==> config.mk <==
export PLATFORM = sky130hd
export DESIGN_NAME = grabber_top
export DESIGN_NICKNAME = d
export VERILOG_FILES = /design/src/design/video_pkg.sv /design/src/design/apb_regs_pkg.sv /design/src/design/reset_counter.sv /design/src/design/pixel_packer.sv /design/src/design/burst_writer.sv /design/src/design/frame_store.sv /design/src/design/capture_regs.sv /design/src/design/grabber_top.sv
export SDC_FILE = /design/constraint.sdc
export NUM_CORES = 2
export LEC_CHECK = 0
export BUFFER_PORTS_ARGS = -buffer_cell sky130_fd_sc_hd__buf_2
export CORE_MARGIN = 3
export CORE_UTILIZATION = 65
export CTS_BUF_LIST = sky130_fd_sc_hd__clkbuf_8 sky130_fd_sc_hd__clkbuf_16
export CTS_CLUSTER_SIZE = 14
export DETAILED_ROUTE_END_ITERATION = 7
export HOLD_SLACK_MARGIN = 0.03
export PLACE_DENSITY = 0.79
export SYNTH_ARGS = -nofsm -noshare
export SYNTH_HDL_FRONTEND = slang
export SYNTH_SLANG_ARGS = --single-unit
==> constraint.sdc <==
create_clock -name clk_i -period 2.7 [get_ports clk_i]
set_input_delay 0.54 -clock clk_i [delete_from_list [all_inputs] [get_ports clk_i]]
set_output_delay 0.54 -clock clk_i [all_outputs]
set_load 0.05 [all_outputs]
==> src/design/video_pkg.sv <==
package video_pkg;

    localparam int PIXEL_W             = 24;
    localparam int WORD_W              = 32;
    localparam int FRAME_WORDS         = 64;
    localparam int ADDR_W              = 6;
    localparam int BURST_LEN           = 8;
    localparam int LEN_W               = 4;
    localparam int FIFO_DEPTH          = 16;
    localparam int DESC_DEPTH          = 4;
    localparam int RESET_COUNT_DEFAULT = 16;

    typedef logic [PIXEL_W-1:0] pixel_t;
    typedef logic [WORD_W-1:0]  word_t;
    typedef logic [ADDR_W-1:0]  mem_addr_t;
    typedef logic [LEN_W-1:0]   burst_len_t;

    // Counts 0 up to FRAME_WORDS inclusive
    typedef logic [ADDR_W:0]    word_count_t;

    typedef struct packed {
        logic   de;
        logic   hsync;
        logic   vsync_n;
        pixel_t pixel;
    } video_t;

    typedef struct packed {
        mem_addr_t  addr;
        burst_len_t len;
    } burst_t;

    typedef struct packed {
        logic      en;
        mem_addr_t addr;
        word_t     data;
    } mem_wr_t;

    typedef enum logic [1:0] {
        IDLE,
        WAIT_FRAME,
        CAPTURE,
        FLUSH
    } pack_state_e;

endpackage

==> src/design/apb_regs_pkg.sv <==
package apb_regs_pkg;

    localparam int APB_ADDR_W = 8;
    localparam int APB_DATA_W = 32;

    typedef struct packed {
        logic                  psel;
        logic                  penable;
        logic                  pwrite;
        logic [APB_ADDR_W-1:0] paddr;
        logic [APB_DATA_W-1:0] pwdata;
    } apb_req_t;

    typedef struct packed {
        logic [APB_DATA_W-1:0] prdata;
        logic                  pready;
        logic                  pslverr;
    } apb_rsp_t;

    typedef enum logic [APB_ADDR_W-1:0] {
        REG_CTRL    = 8'h00,
        REG_STATUS  = 8'h04,
        REG_RD_ADDR = 8'h08,
        REG_RD_DATA = 8'h0C
    } reg_addr_e;

    // Status register fields
    localparam int STAT_BUSY_BIT  = 0;
    localparam int STAT_DONE_BIT  = 1;
    localparam int STAT_COUNT_LSB = 8;

    // Control register fields
    localparam int CTRL_ARM_BIT   = 0;

endpackage

==> src/design/reset_counter.sv <==
module reset_counter #(
    parameter int unsigned RESET_COUNT = video_pkg::RESET_COUNT_DEFAULT
) (
    input  logic clk_i,
    input  logic arst_n_i,
    output logic rst_o
);

    typedef logic [$clog2(RESET_COUNT + 1)-1:0] count_t;

    count_t count;

    // Assert at once, release on the clock after RESET_COUNT edges
    always_ff @(posedge clk_i or negedge arst_n_i) begin
        if (!arst_n_i) begin
            count <= '0;
            rst_o <= 1'b1;
        end else if (rst_o) begin
            if (count == count_t'(RESET_COUNT - 1)) begin
                rst_o <= 1'b0;
            end else begin
                count <= count + 1'b1;
            end
        end
    end

endmodule

==> src/design/pixel_packer.sv <==
module pixel_packer (
    input  logic                   clk_i,
    input  logic                   rst_i,
    input  video_pkg::video_t      video_i,
    input  logic                   arm_i,
    output video_pkg::word_t       word_o,
    output logic                   word_push_o,
    output video_pkg::burst_t      burst_o,
    output logic                   burst_push_o,
    output logic                   frame_done_o,
    output video_pkg::word_count_t word_count_o
);

    import video_pkg::*;

    pack_state_e state;
    logic        vsync_q;
    logic        vsync_fall;
    logic        accept;
    logic        burst_due;
    word_count_t word_cnt;
    burst_len_t  burst_cnt;
    mem_addr_t   burst_base;

    assign vsync_fall = vsync_q && !video_i.vsync_n;

    // Store full means no more pixels for this capture
    assign accept = (state == CAPTURE) && video_i.de && !vsync_fall &&
                    (word_cnt < word_count_t'(FRAME_WORDS));

    // Full burst, or whatever is left once capture stops
    assign burst_due = (burst_cnt == burst_len_t'(BURST_LEN)) ||
                       ((state == FLUSH) && (burst_cnt != '0));

    assign burst_base = word_cnt[ADDR_W-1:0] - mem_addr_t'(burst_cnt);

    assign word_count_o = word_cnt;

    always_ff @(posedge clk_i or posedge rst_i) begin
        if (rst_i) begin
            state        <= IDLE;
            vsync_q      <= 1'b1;
            word_cnt     <= '0;
            burst_cnt    <= '0;
            word_push_o  <= 1'b0;
            burst_push_o <= 1'b0;
            frame_done_o <= 1'b0;
        end else begin
            vsync_q      <= video_i.vsync_n;
            word_push_o  <= accept;
            burst_push_o <= burst_due;
            frame_done_o <= (state == FLUSH);

            if (accept) begin
                word_cnt <= word_cnt + 1'b1;
            end

            // A pixel arriving with the descriptor opens the next burst
            if (burst_due) begin
                burst_cnt <= burst_len_t'(accept);
            end else if (accept) begin
                burst_cnt <= burst_cnt + 1'b1;
            end

            case (state)
                IDLE: begin
                    if (arm_i) begin
                        state     <= WAIT_FRAME;
                        word_cnt  <= '0;
                        burst_cnt <= '0;
                    end
                end
                WAIT_FRAME: begin
                    if (vsync_fall) begin
                        state <= CAPTURE;
                    end
                end
                CAPTURE: begin
                    if (vsync_fall || (word_cnt == word_count_t'(FRAME_WORDS))) begin
                        state <= FLUSH;
                    end
                end
                FLUSH: begin
                    state <= IDLE;
                end
                default: begin
                    state <= IDLE;
                end
            endcase
        end
    end

    always_ff @(posedge clk_i) begin
        if (accept) begin
            word_o <= word_t'(video_i.pixel);
        end
        if (burst_due) begin
            burst_o <= '{addr: burst_base, len: burst_cnt};
        end
    end

endmodule

==> src/design/burst_writer.sv <==
module burst_writer (
    input  logic               clk_i,
    input  logic               rst_i,
    input  video_pkg::word_t   word_i,
    input  logic               word_push_i,
    input  video_pkg::burst_t  burst_i,
    input  logic               burst_push_i,
    output video_pkg::mem_wr_t mem_wr_o,
    output logic               idle_o
);

    import video_pkg::*;

    word_t                           word_mem [FIFO_DEPTH];
    logic [$clog2(FIFO_DEPTH)-1:0]   word_wr_ptr;
    logic [$clog2(FIFO_DEPTH)-1:0]   word_rd_ptr;
    logic [$clog2(FIFO_DEPTH):0]     word_fill;

    burst_t                          desc_mem [DESC_DEPTH];
    logic [$clog2(DESC_DEPTH)-1:0]   desc_wr_ptr;
    logic [$clog2(DESC_DEPTH)-1:0]   desc_rd_ptr;
    logic [$clog2(DESC_DEPTH):0]     desc_fill;

    burst_t     desc_head;
    burst_len_t remain;
    mem_addr_t  wr_addr;
    logic       start;
    logic       word_pop;
    logic       wr_en;
    mem_addr_t  wr_addr_q;
    word_t      wr_data_q;

    assign desc_head = desc_mem[desc_rd_ptr];

    // Next burst may follow the last word of the previous one directly
    assign start    = (remain == '0) && (desc_fill != '0) && (word_fill >= desc_head.len);
    assign word_pop = start || (remain != '0);

    always_ff @(posedge clk_i or posedge rst_i) begin
        if (rst_i) begin
            word_wr_ptr <= '0;
            word_rd_ptr <= '0;
            word_fill   <= '0;
            desc_wr_ptr <= '0;
            desc_rd_ptr <= '0;
            desc_fill   <= '0;
            remain      <= '0;
            wr_addr     <= '0;
            wr_en       <= 1'b0;
        end else begin
            if (word_push_i) begin
                word_wr_ptr <= word_wr_ptr + 1'b1;
            end
            if (word_pop) begin
                word_rd_ptr <= word_rd_ptr + 1'b1;
            end
            word_fill <= word_fill + word_push_i - word_pop;

            if (burst_push_i) begin
                desc_wr_ptr <= desc_wr_ptr + 1'b1;
            end
            if (start) begin
                desc_rd_ptr <= desc_rd_ptr + 1'b1;
            end
            desc_fill <= desc_fill + burst_push_i - start;

            // First word goes out in the start cycle
            if (start) begin
                remain  <= desc_head.len - 1'b1;
                wr_addr <= desc_head.addr + 1'b1;
            end else if (remain != '0) begin
                remain  <= remain - 1'b1;
                wr_addr <= wr_addr + 1'b1;
            end

            wr_en <= word_pop;
        end
    end

    always_ff @(posedge clk_i) begin
        if (word_push_i) begin
            word_mem[word_wr_ptr] <= word_i;
        end
        if (burst_push_i) begin
            desc_mem[desc_wr_ptr] <= burst_i;
        end
        if (word_pop) begin
            wr_data_q <= word_mem[word_rd_ptr];
            wr_addr_q <= start ? desc_head.addr : wr_addr;
        end
    end

    assign mem_wr_o = '{en: wr_en, addr: wr_addr_q, data: wr_data_q};

    // Idle only once the last write has left the output register
    assign idle_o = (word_fill == '0) && (desc_fill == '0) && (remain == '0) && !wr_en;

endmodule

==> src/design/frame_store.sv <==
module frame_store (
    input  logic                 clk_i,
    input  video_pkg::mem_wr_t   mem_wr_i,
    input  video_pkg::mem_addr_t rd_addr_i,
    output video_pkg::word_t     rd_data_o
);

    import video_pkg::*;

    word_t mem [FRAME_WORDS];

    always_ff @(posedge clk_i) begin
        if (mem_wr_i.en) begin
            mem[mem_wr_i.addr] <= mem_wr_i.data;
        end
    end

    // Read data follows the address by one cycle
    always_ff @(posedge clk_i) begin
        rd_data_o <= mem[rd_addr_i];
    end

endmodule

==> src/design/capture_regs.sv <==
module capture_regs (
    input  logic                   clk_i,
    input  logic                   rst_i,
    input  apb_regs_pkg::apb_req_t apb_i,
    output apb_regs_pkg::apb_rsp_t apb_o,
    output logic                   arm_o,
    input  logic                   frame_done_i,
    input  logic                   writer_idle_i,
    input  video_pkg::word_count_t word_count_i,
    output video_pkg::mem_addr_t   rd_addr_o,
    input  video_pkg::word_t       rd_data_i
);

    import video_pkg::*;
    import apb_regs_pkg::*;

    logic                  setup;
    logic                  wait_access;
    logic                  addr_ok;
    logic                  arm_req;
    logic                  rd_data_rd;
    logic                  err;
    logic                  busy;
    logic                  done;
    logic                  done_seen;
    logic                  pready_q;
    logic                  pslverr_q;
    logic [APB_DATA_W-1:0] prdata_q;
    logic [APB_DATA_W-1:0] rdata;
    mem_addr_t             rd_ptr;

    assign setup       = apb_i.psel && !apb_i.penable;
    assign wait_access = apb_i.psel && apb_i.penable && !pready_q;

    always_comb begin
        addr_ok = 1'b1;
        rdata   = '0;
        case (reg_addr_e'(apb_i.paddr))
            REG_CTRL: rdata[CTRL_ARM_BIT] = busy;
            REG_STATUS: begin
                rdata[STAT_BUSY_BIT] = busy;
                rdata[STAT_DONE_BIT] = done;
                rdata[STAT_COUNT_LSB +: $bits(word_count_t)] = word_count_i;
            end
            REG_RD_ADDR: rdata[ADDR_W-1:0] = rd_ptr;
            REG_RD_DATA: rdata = rd_data_i;
            default: addr_ok = 1'b0;
        endcase
    end

    assign arm_req    = apb_i.pwrite && (apb_i.paddr == REG_CTRL) && apb_i.pwdata[CTRL_ARM_BIT];
    assign rd_data_rd = !apb_i.pwrite && (apb_i.paddr == REG_RD_DATA);
    assign err        = !addr_ok || (arm_req && busy);

    always_ff @(posedge clk_i or posedge rst_i) begin
        if (rst_i) begin
            pready_q  <= 1'b0;
            pslverr_q <= 1'b0;
            arm_o     <= 1'b0;
            busy      <= 1'b0;
            done      <= 1'b0;
            done_seen <= 1'b0;
            rd_ptr    <= '0;
        end else begin
            arm_o <= 1'b0;

            // Capture ends when the packer is finished and the store is written
            if (frame_done_i) begin
                done_seen <= 1'b1;
            end
            if (busy && done_seen && writer_idle_i) begin
                busy      <= 1'b0;
                done      <= 1'b1;
                done_seen <= 1'b0;
            end

            if (pready_q) begin
                pready_q  <= 1'b0;
                pslverr_q <= 1'b0;
            end else if (setup) begin
                // Readback needs one more cycle for the store
                pready_q  <= !rd_data_rd || err;
                pslverr_q <= err;
                if (apb_i.pwrite && !err) begin
                    if (arm_req) begin
                        arm_o     <= 1'b1;
                        busy      <= 1'b1;
                        done      <= 1'b0;
                        done_seen <= 1'b0;
                    end
                    if (apb_i.paddr == REG_RD_ADDR) begin
                        rd_ptr <= apb_i.pwdata[ADDR_W-1:0];
                    end
                end
            end else if (wait_access) begin
                pready_q <= 1'b1;
                rd_ptr   <= rd_ptr + 1'b1;
            end
        end
    end

    always_ff @(posedge clk_i) begin
        if (setup || wait_access) begin
            prdata_q <= rdata;
        end
    end

    assign rd_addr_o = rd_ptr;
    assign apb_o     = '{prdata: prdata_q, pready: pready_q, pslverr: pslverr_q};

endmodule

==> src/design/grabber_top.sv <==
module grabber_top (
    input  logic                   clk_i,
    input  logic                   arst_n_i,
    input  video_pkg::video_t      video_i,
    input  apb_regs_pkg::apb_req_t apb_i,
    output apb_regs_pkg::apb_rsp_t apb_o
);

    import video_pkg::*;

    logic        rst;
    logic        arm;
    word_t       word;
    logic        word_push;
    burst_t      burst;
    logic        burst_push;
    logic        frame_done;
    word_count_t word_count;
    mem_wr_t     mem_wr;
    logic        writer_idle;
    mem_addr_t   rd_addr;
    word_t       rd_data;

    reset_counter #(
        .RESET_COUNT(RESET_COUNT_DEFAULT)
    ) u_reset_counter (
        .clk_i   (clk_i),
        .arst_n_i(arst_n_i),
        .rst_o   (rst)
    );

    pixel_packer u_pixel_packer (
        .clk_i       (clk_i),
        .rst_i       (rst),
        .video_i     (video_i),
        .arm_i       (arm),
        .word_o      (word),
        .word_push_o (word_push),
        .burst_o     (burst),
        .burst_push_o(burst_push),
        .frame_done_o(frame_done),
        .word_count_o(word_count)
    );

    burst_writer u_burst_writer (
        .clk_i       (clk_i),
        .rst_i       (rst),
        .word_i      (word),
        .word_push_i (word_push),
        .burst_i     (burst),
        .burst_push_i(burst_push),
        .mem_wr_o    (mem_wr),
        .idle_o      (writer_idle)
    );

    frame_store u_frame_store (
        .clk_i    (clk_i),
        .mem_wr_i (mem_wr),
        .rd_addr_i(rd_addr),
        .rd_data_o(rd_data)
    );

    capture_regs u_capture_regs (
        .clk_i        (clk_i),
        .rst_i        (rst),
        .apb_i        (apb_i),
        .apb_o        (apb_o),
        .arm_o        (arm),
        .frame_done_i (frame_done),
        .writer_idle_i(writer_idle),
        .word_count_i (word_count),
        .rd_addr_o    (rd_addr),
        .rd_data_i    (rd_data)
    );

endmodule

==> flow_summary_export.csv <==
group,metric,value,unit
run_status,status,"finished, violations left",
run_status,failed_checks,"setup timing",
timing,whs,64.7,ps
timing,rsz0062_at_grt,"yes",
logic_synthesis,syn-instance-count,3422,
logic_synthesis,synth_top_family_by_area,"multiplexers",
clock_tree,ctsRootBufferMaster,"clkbuf_16",
logic_synthesis,synth_seq_cells,2138,
power,leakage,31.1,nW
critical_path,worstPathArrival,4370,ps
grt,grt_remaining_overflow,0,
detailed_routing,via_per_inst,7.51,
die,start_util,65.7,%
timing,hold_viol,0,
logic_synthesis,synthSimpleGateAreaFrac,1.54,%
grt,grt_pass1_vias,43300,
critical_path,r2r-end,"u_burst_writer.word_fill[4]",
die,die_w,360,µm
cells_and_area,drive_gt1_share,36.1,%
logic_synthesis,synthAdderAreaFrac,0.672,%
die,die_area,130000,µm²
clock_tree,path_clk_slew,60,ps
timing,finalWorstSetupSlack,-914,ps
cells_and_area,final_cells,5694,
critical_path,r2r-start,"u_burst_writer.desc_rd_ptr[0]",
timing,slew_headroom,31.7,%
clock_tree,worstSkewPairLatency,850,ps
place,placed_cell_area,86600,µm²
critical_path,worstPathMaxFanout,4,
detailed_routing,wl_per_cell,42.4,µm
detailed_routing,routed_wl,241000,µm
logic_synthesis,ys_seq_area_share,78.0,%
logic_synthesis,yosys_warnings,0,
run,maxCapViolCount,0,
critical_path,cp-start-kind,"flip-flop",
logic_synthesis,synthXorXnorAreaFrac,0.376,%
cells_and_area,fin_nets,3996,
logic_synthesis,synth_ff_type,"edfxtp_1",
clock_tree,clk_path_buf_depth,3,
logic_synthesis,synth_common_cells,"edfxtp_1 (2048), mux4_2 (625), nor2_1 (100)",
worst_hold_path,hp-class,"input port to asynchronous set/reset pin",
place,io_buffers,70,
logic_synthesis,synth_compound_area_share,0.659,%
timing,timing.final.crit_share,134,%
critical_path,reg2regPathDepth,18,
place,gp_congestion,0.849,
timing,period_needed,3610,ps
logic_synthesis,ys_types,52,
critical_path,crit_path_cell_trace,"buf_6 -> mux4_2 -> inv_2 -> ha_4 -> nand4b_1 -> a21oi_2 -> o41ai_4 -> inv_2 -> nor2_4 -> inv_2 -> ha_4 -> inv_2 -> ha_4 -> fa_2 -> a21oi_2 -> nor2_2 -> nor2_2 -> xnor2_1",
grt,grt_pass1_wl,335000,µm
place,dp_hpwl,113000,µm
die,core_area,124000,µm²
logic_synthesis,muxShareOfSynthArea,17.5,%
logic_synthesis,synth_edf_count,2048,
die,die_h,360,µm
logic_synthesis,synth_area_leaders,"edfxtp_1 (75%), mux4_2 (17%), dfrtp_1 (2.0%)",
logic_synthesis,syn_area_per_cell,23.8,µm²
detailed_routing,vias,42800,
logic_synthesis,synth.most_common_cell,"edfxtp_1",
power,power,112,mW
grt,grt_usage,37.7,%
cells_and_area,syn_to_final_growth,16.7,%
critical_path,path_common_cell,"inv_2",
grt,grt_max_degree,75,
timing,clock.fmax,277,MHz
critical_path,slowest_delay,520,ps
clock_tree,cts_buffers,198,
cells_and_area,final_area,95200,µm²
critical_path,critical_path.slowest_cell,"mux4_2",
detailed_routing,dr.pass1.iters,8,
timing,setup_violations,80,
critical_path,rrSetupSlack,-910,ps
logic_synthesis,yosysTopAreaCell,"edfxtp_1",
timing,clock_skew,41.8,ps
timing,drv_slew,0,
detailed_routing,drt_iter0_drc,7534,
logic_synthesis,async_reset_ff_share,3.09,%
die,io_pins,106,
detailed_routing,final_antenna_net_count,0,
die,rows,129,
power,vdd_drop_max,1.04,mV
clock_tree,h-tree-depth,4,
detailed_routing,drc,0,
timing,worst_pin_slew,1020,ps
clock_tree,clock-sinks,2138,
critical_path,cp-end-kind,"flip-flop",
power,pwr_density_cell,1180,nW/µm²
place,place_inst,5219,
clock_tree,cts_tree,"built",
grt,antenna_found_initial,12,
logic_synthesis,yosys.area.top_type_share,75.4,%
critical_path,worstSetupPathType,"flip-flop to flip-flop",
logic_synthesis,netlist_area,81600,µm²
critical_path,required,3450,ps
[cell families after synthesis]
group / Yosys count
AO/OA/AOI/OAI: 83
XOR/XNOR: 35
adder cells (fa/ha/maj): 42
buffers and inverters: 217
flip-flops: 2138
multiplexers: 645
other: 1
AND/OR/NAND/NOR: 261
[per-layer routing]
layer / wire length, µm / vias to the layer above / GRT usage, %
met5: 36 / - / 0
met3: 29900 / 947 / 9.73
met2: 120000 / 4404 / 61.4
met1: 74400 / 22000 / 47.0
li1: - / 15400 / -
met4: 16400 / 6 / 20.9
[registers in the layout (all words and copies together) (netlist names), 5 cells and up]
register                     flops
u_frame_store.mem             1536
u_burst_writer.word_mem        384
u_burst_writer.desc_mem         40
u_burst_writer.wr_data_q        24
u_capture_regs.prdata_q         24
u_frame_store.rd_data_o         24
u_pixel_packer.word_o           24
u_pixel_packer.burst_o          10
u_pixel_packer.word_count_o      7
u_burst_writer.wr_addr           6
u_burst_writer.wr_addr_q         6
u_capture_regs.rd_addr_o         6
u_burst_writer.word_fill         5
u_reset_counter.count            5
[how the worst max path moves through the flow]
stage	from	end	slack (ps)	cells after the start
finish	u_burst_writer.desc_rd_ptr[0]	u_burst_writer.word_fill[4]	-910	18
global route	u_burst_writer.desc_rd_ptr[0]	u_burst_writer.word_fill[4]	-1010	18
CTS	u_burst_writer.desc_rd_ptr[0]	u_burst_writer.word_fill[4]	-780	18
detailed placement	u_burst_writer.desc_rd_ptr[0]	u_burst_writer.word_fill[4]	-810	17
global placement	u_burst_writer.desc_rd_ptr[0]	u_burst_writer.word_fill[4]	-810	17
floorplan	u_burst_writer.desc_rd_ptr[0]	u_burst_writer.word_fill[4]	-1320	20
[per-stage QoR]
| stage | util [%] | setup slack (ps) | TNS (ps) |
|---|---|---|---|
| CTS | 76.6 | -776 | -12670 |
| detailed placement | 69.8 | -809 | -19040 |
| finish | 76.7 | -914 | -22890 |
| global placement | 69.8 | -806 | -15560 |
| floorplan | - | -1320 | -18380 |
| global route | 76.7 | -1010 | -25020 |
[worst max-delay path: cells and delay by family, from the launching register on]
kind,cells,cell delay (ps)
buffers and inverters,5,400
and+or+nand+nor,4,430
DFF,1,440
AOI/OAI and AO/OA,3,630
xor gates and xnor gates,1,130
muxes,1,520
adders and majority gates,4,970
[timing repair]
action                                  CTS  global route
gates resized for setup                 158            58
gates cloned                             27             6
endpoints found under the hold margin    32             0
pin swaps                                31            22
endpoints found under the setup margin   81            83
buffers inserted                         43            23
hold buffers                             27             0
[cell usage in the layout, fill, tap and decap left out, types with 11 or more instances in the layout]
cell type      Yosys  final
inv_1             39     88
dfxtp_1           24     24
clkbuf_16          0    210
buf_8              0     15
xnor2_1           18     16
edfxtp_1        2048   2048
a21oi_2            0     12
clkinv_2           0     25
a21oi_1           33     16
mux4_2           625    625
buf_6              9     35
buf_4             28    150
dfrtp_1           64     56
nor2_2             2     63
xor2_1            17     15
nor2_1           100     35
a22o_1            11     11
nand3_1           14     13
and2_1            38     28
clkinv_1           0     43
dlygate4sd3_1      0     27
ha_1              39     29
mux2i_1           14     11
nand2_1           49     39
buf_16             0     23
buf_12             0    102
buf_2             30     70
bufinv_16          0     19
[area by class of cell]
| class | instances | area, µm² |
|---|---|---|
| Antenna cell | 10 | 25.0 |
| Clock buffer | 213 | 5230 |
| Clock inverter | 152 | 1190 |
| Fill cell | 5664 | 28900 |
| Inverter | 42 | 166 |
| Multi-Input combinational cell | 1074 | 17700 |
| Sequential cell | 2138 | 63700 |
| Tap cell | 1637 | 2050 |
| Timing Repair Buffer | 428 | 5190 |
[power by group]
| group | internal (mW) | total, mW | switching [mW] |
|---|---|---|---|
| clock | 15.7 | 28.2 | 12.5 |
| sequential | 43.5 | 46.0 | 2.43 |
| combinational | 16.4 | 37.7 | 21.4 |
Note: power is estimated with default switching activity, not from simulation.
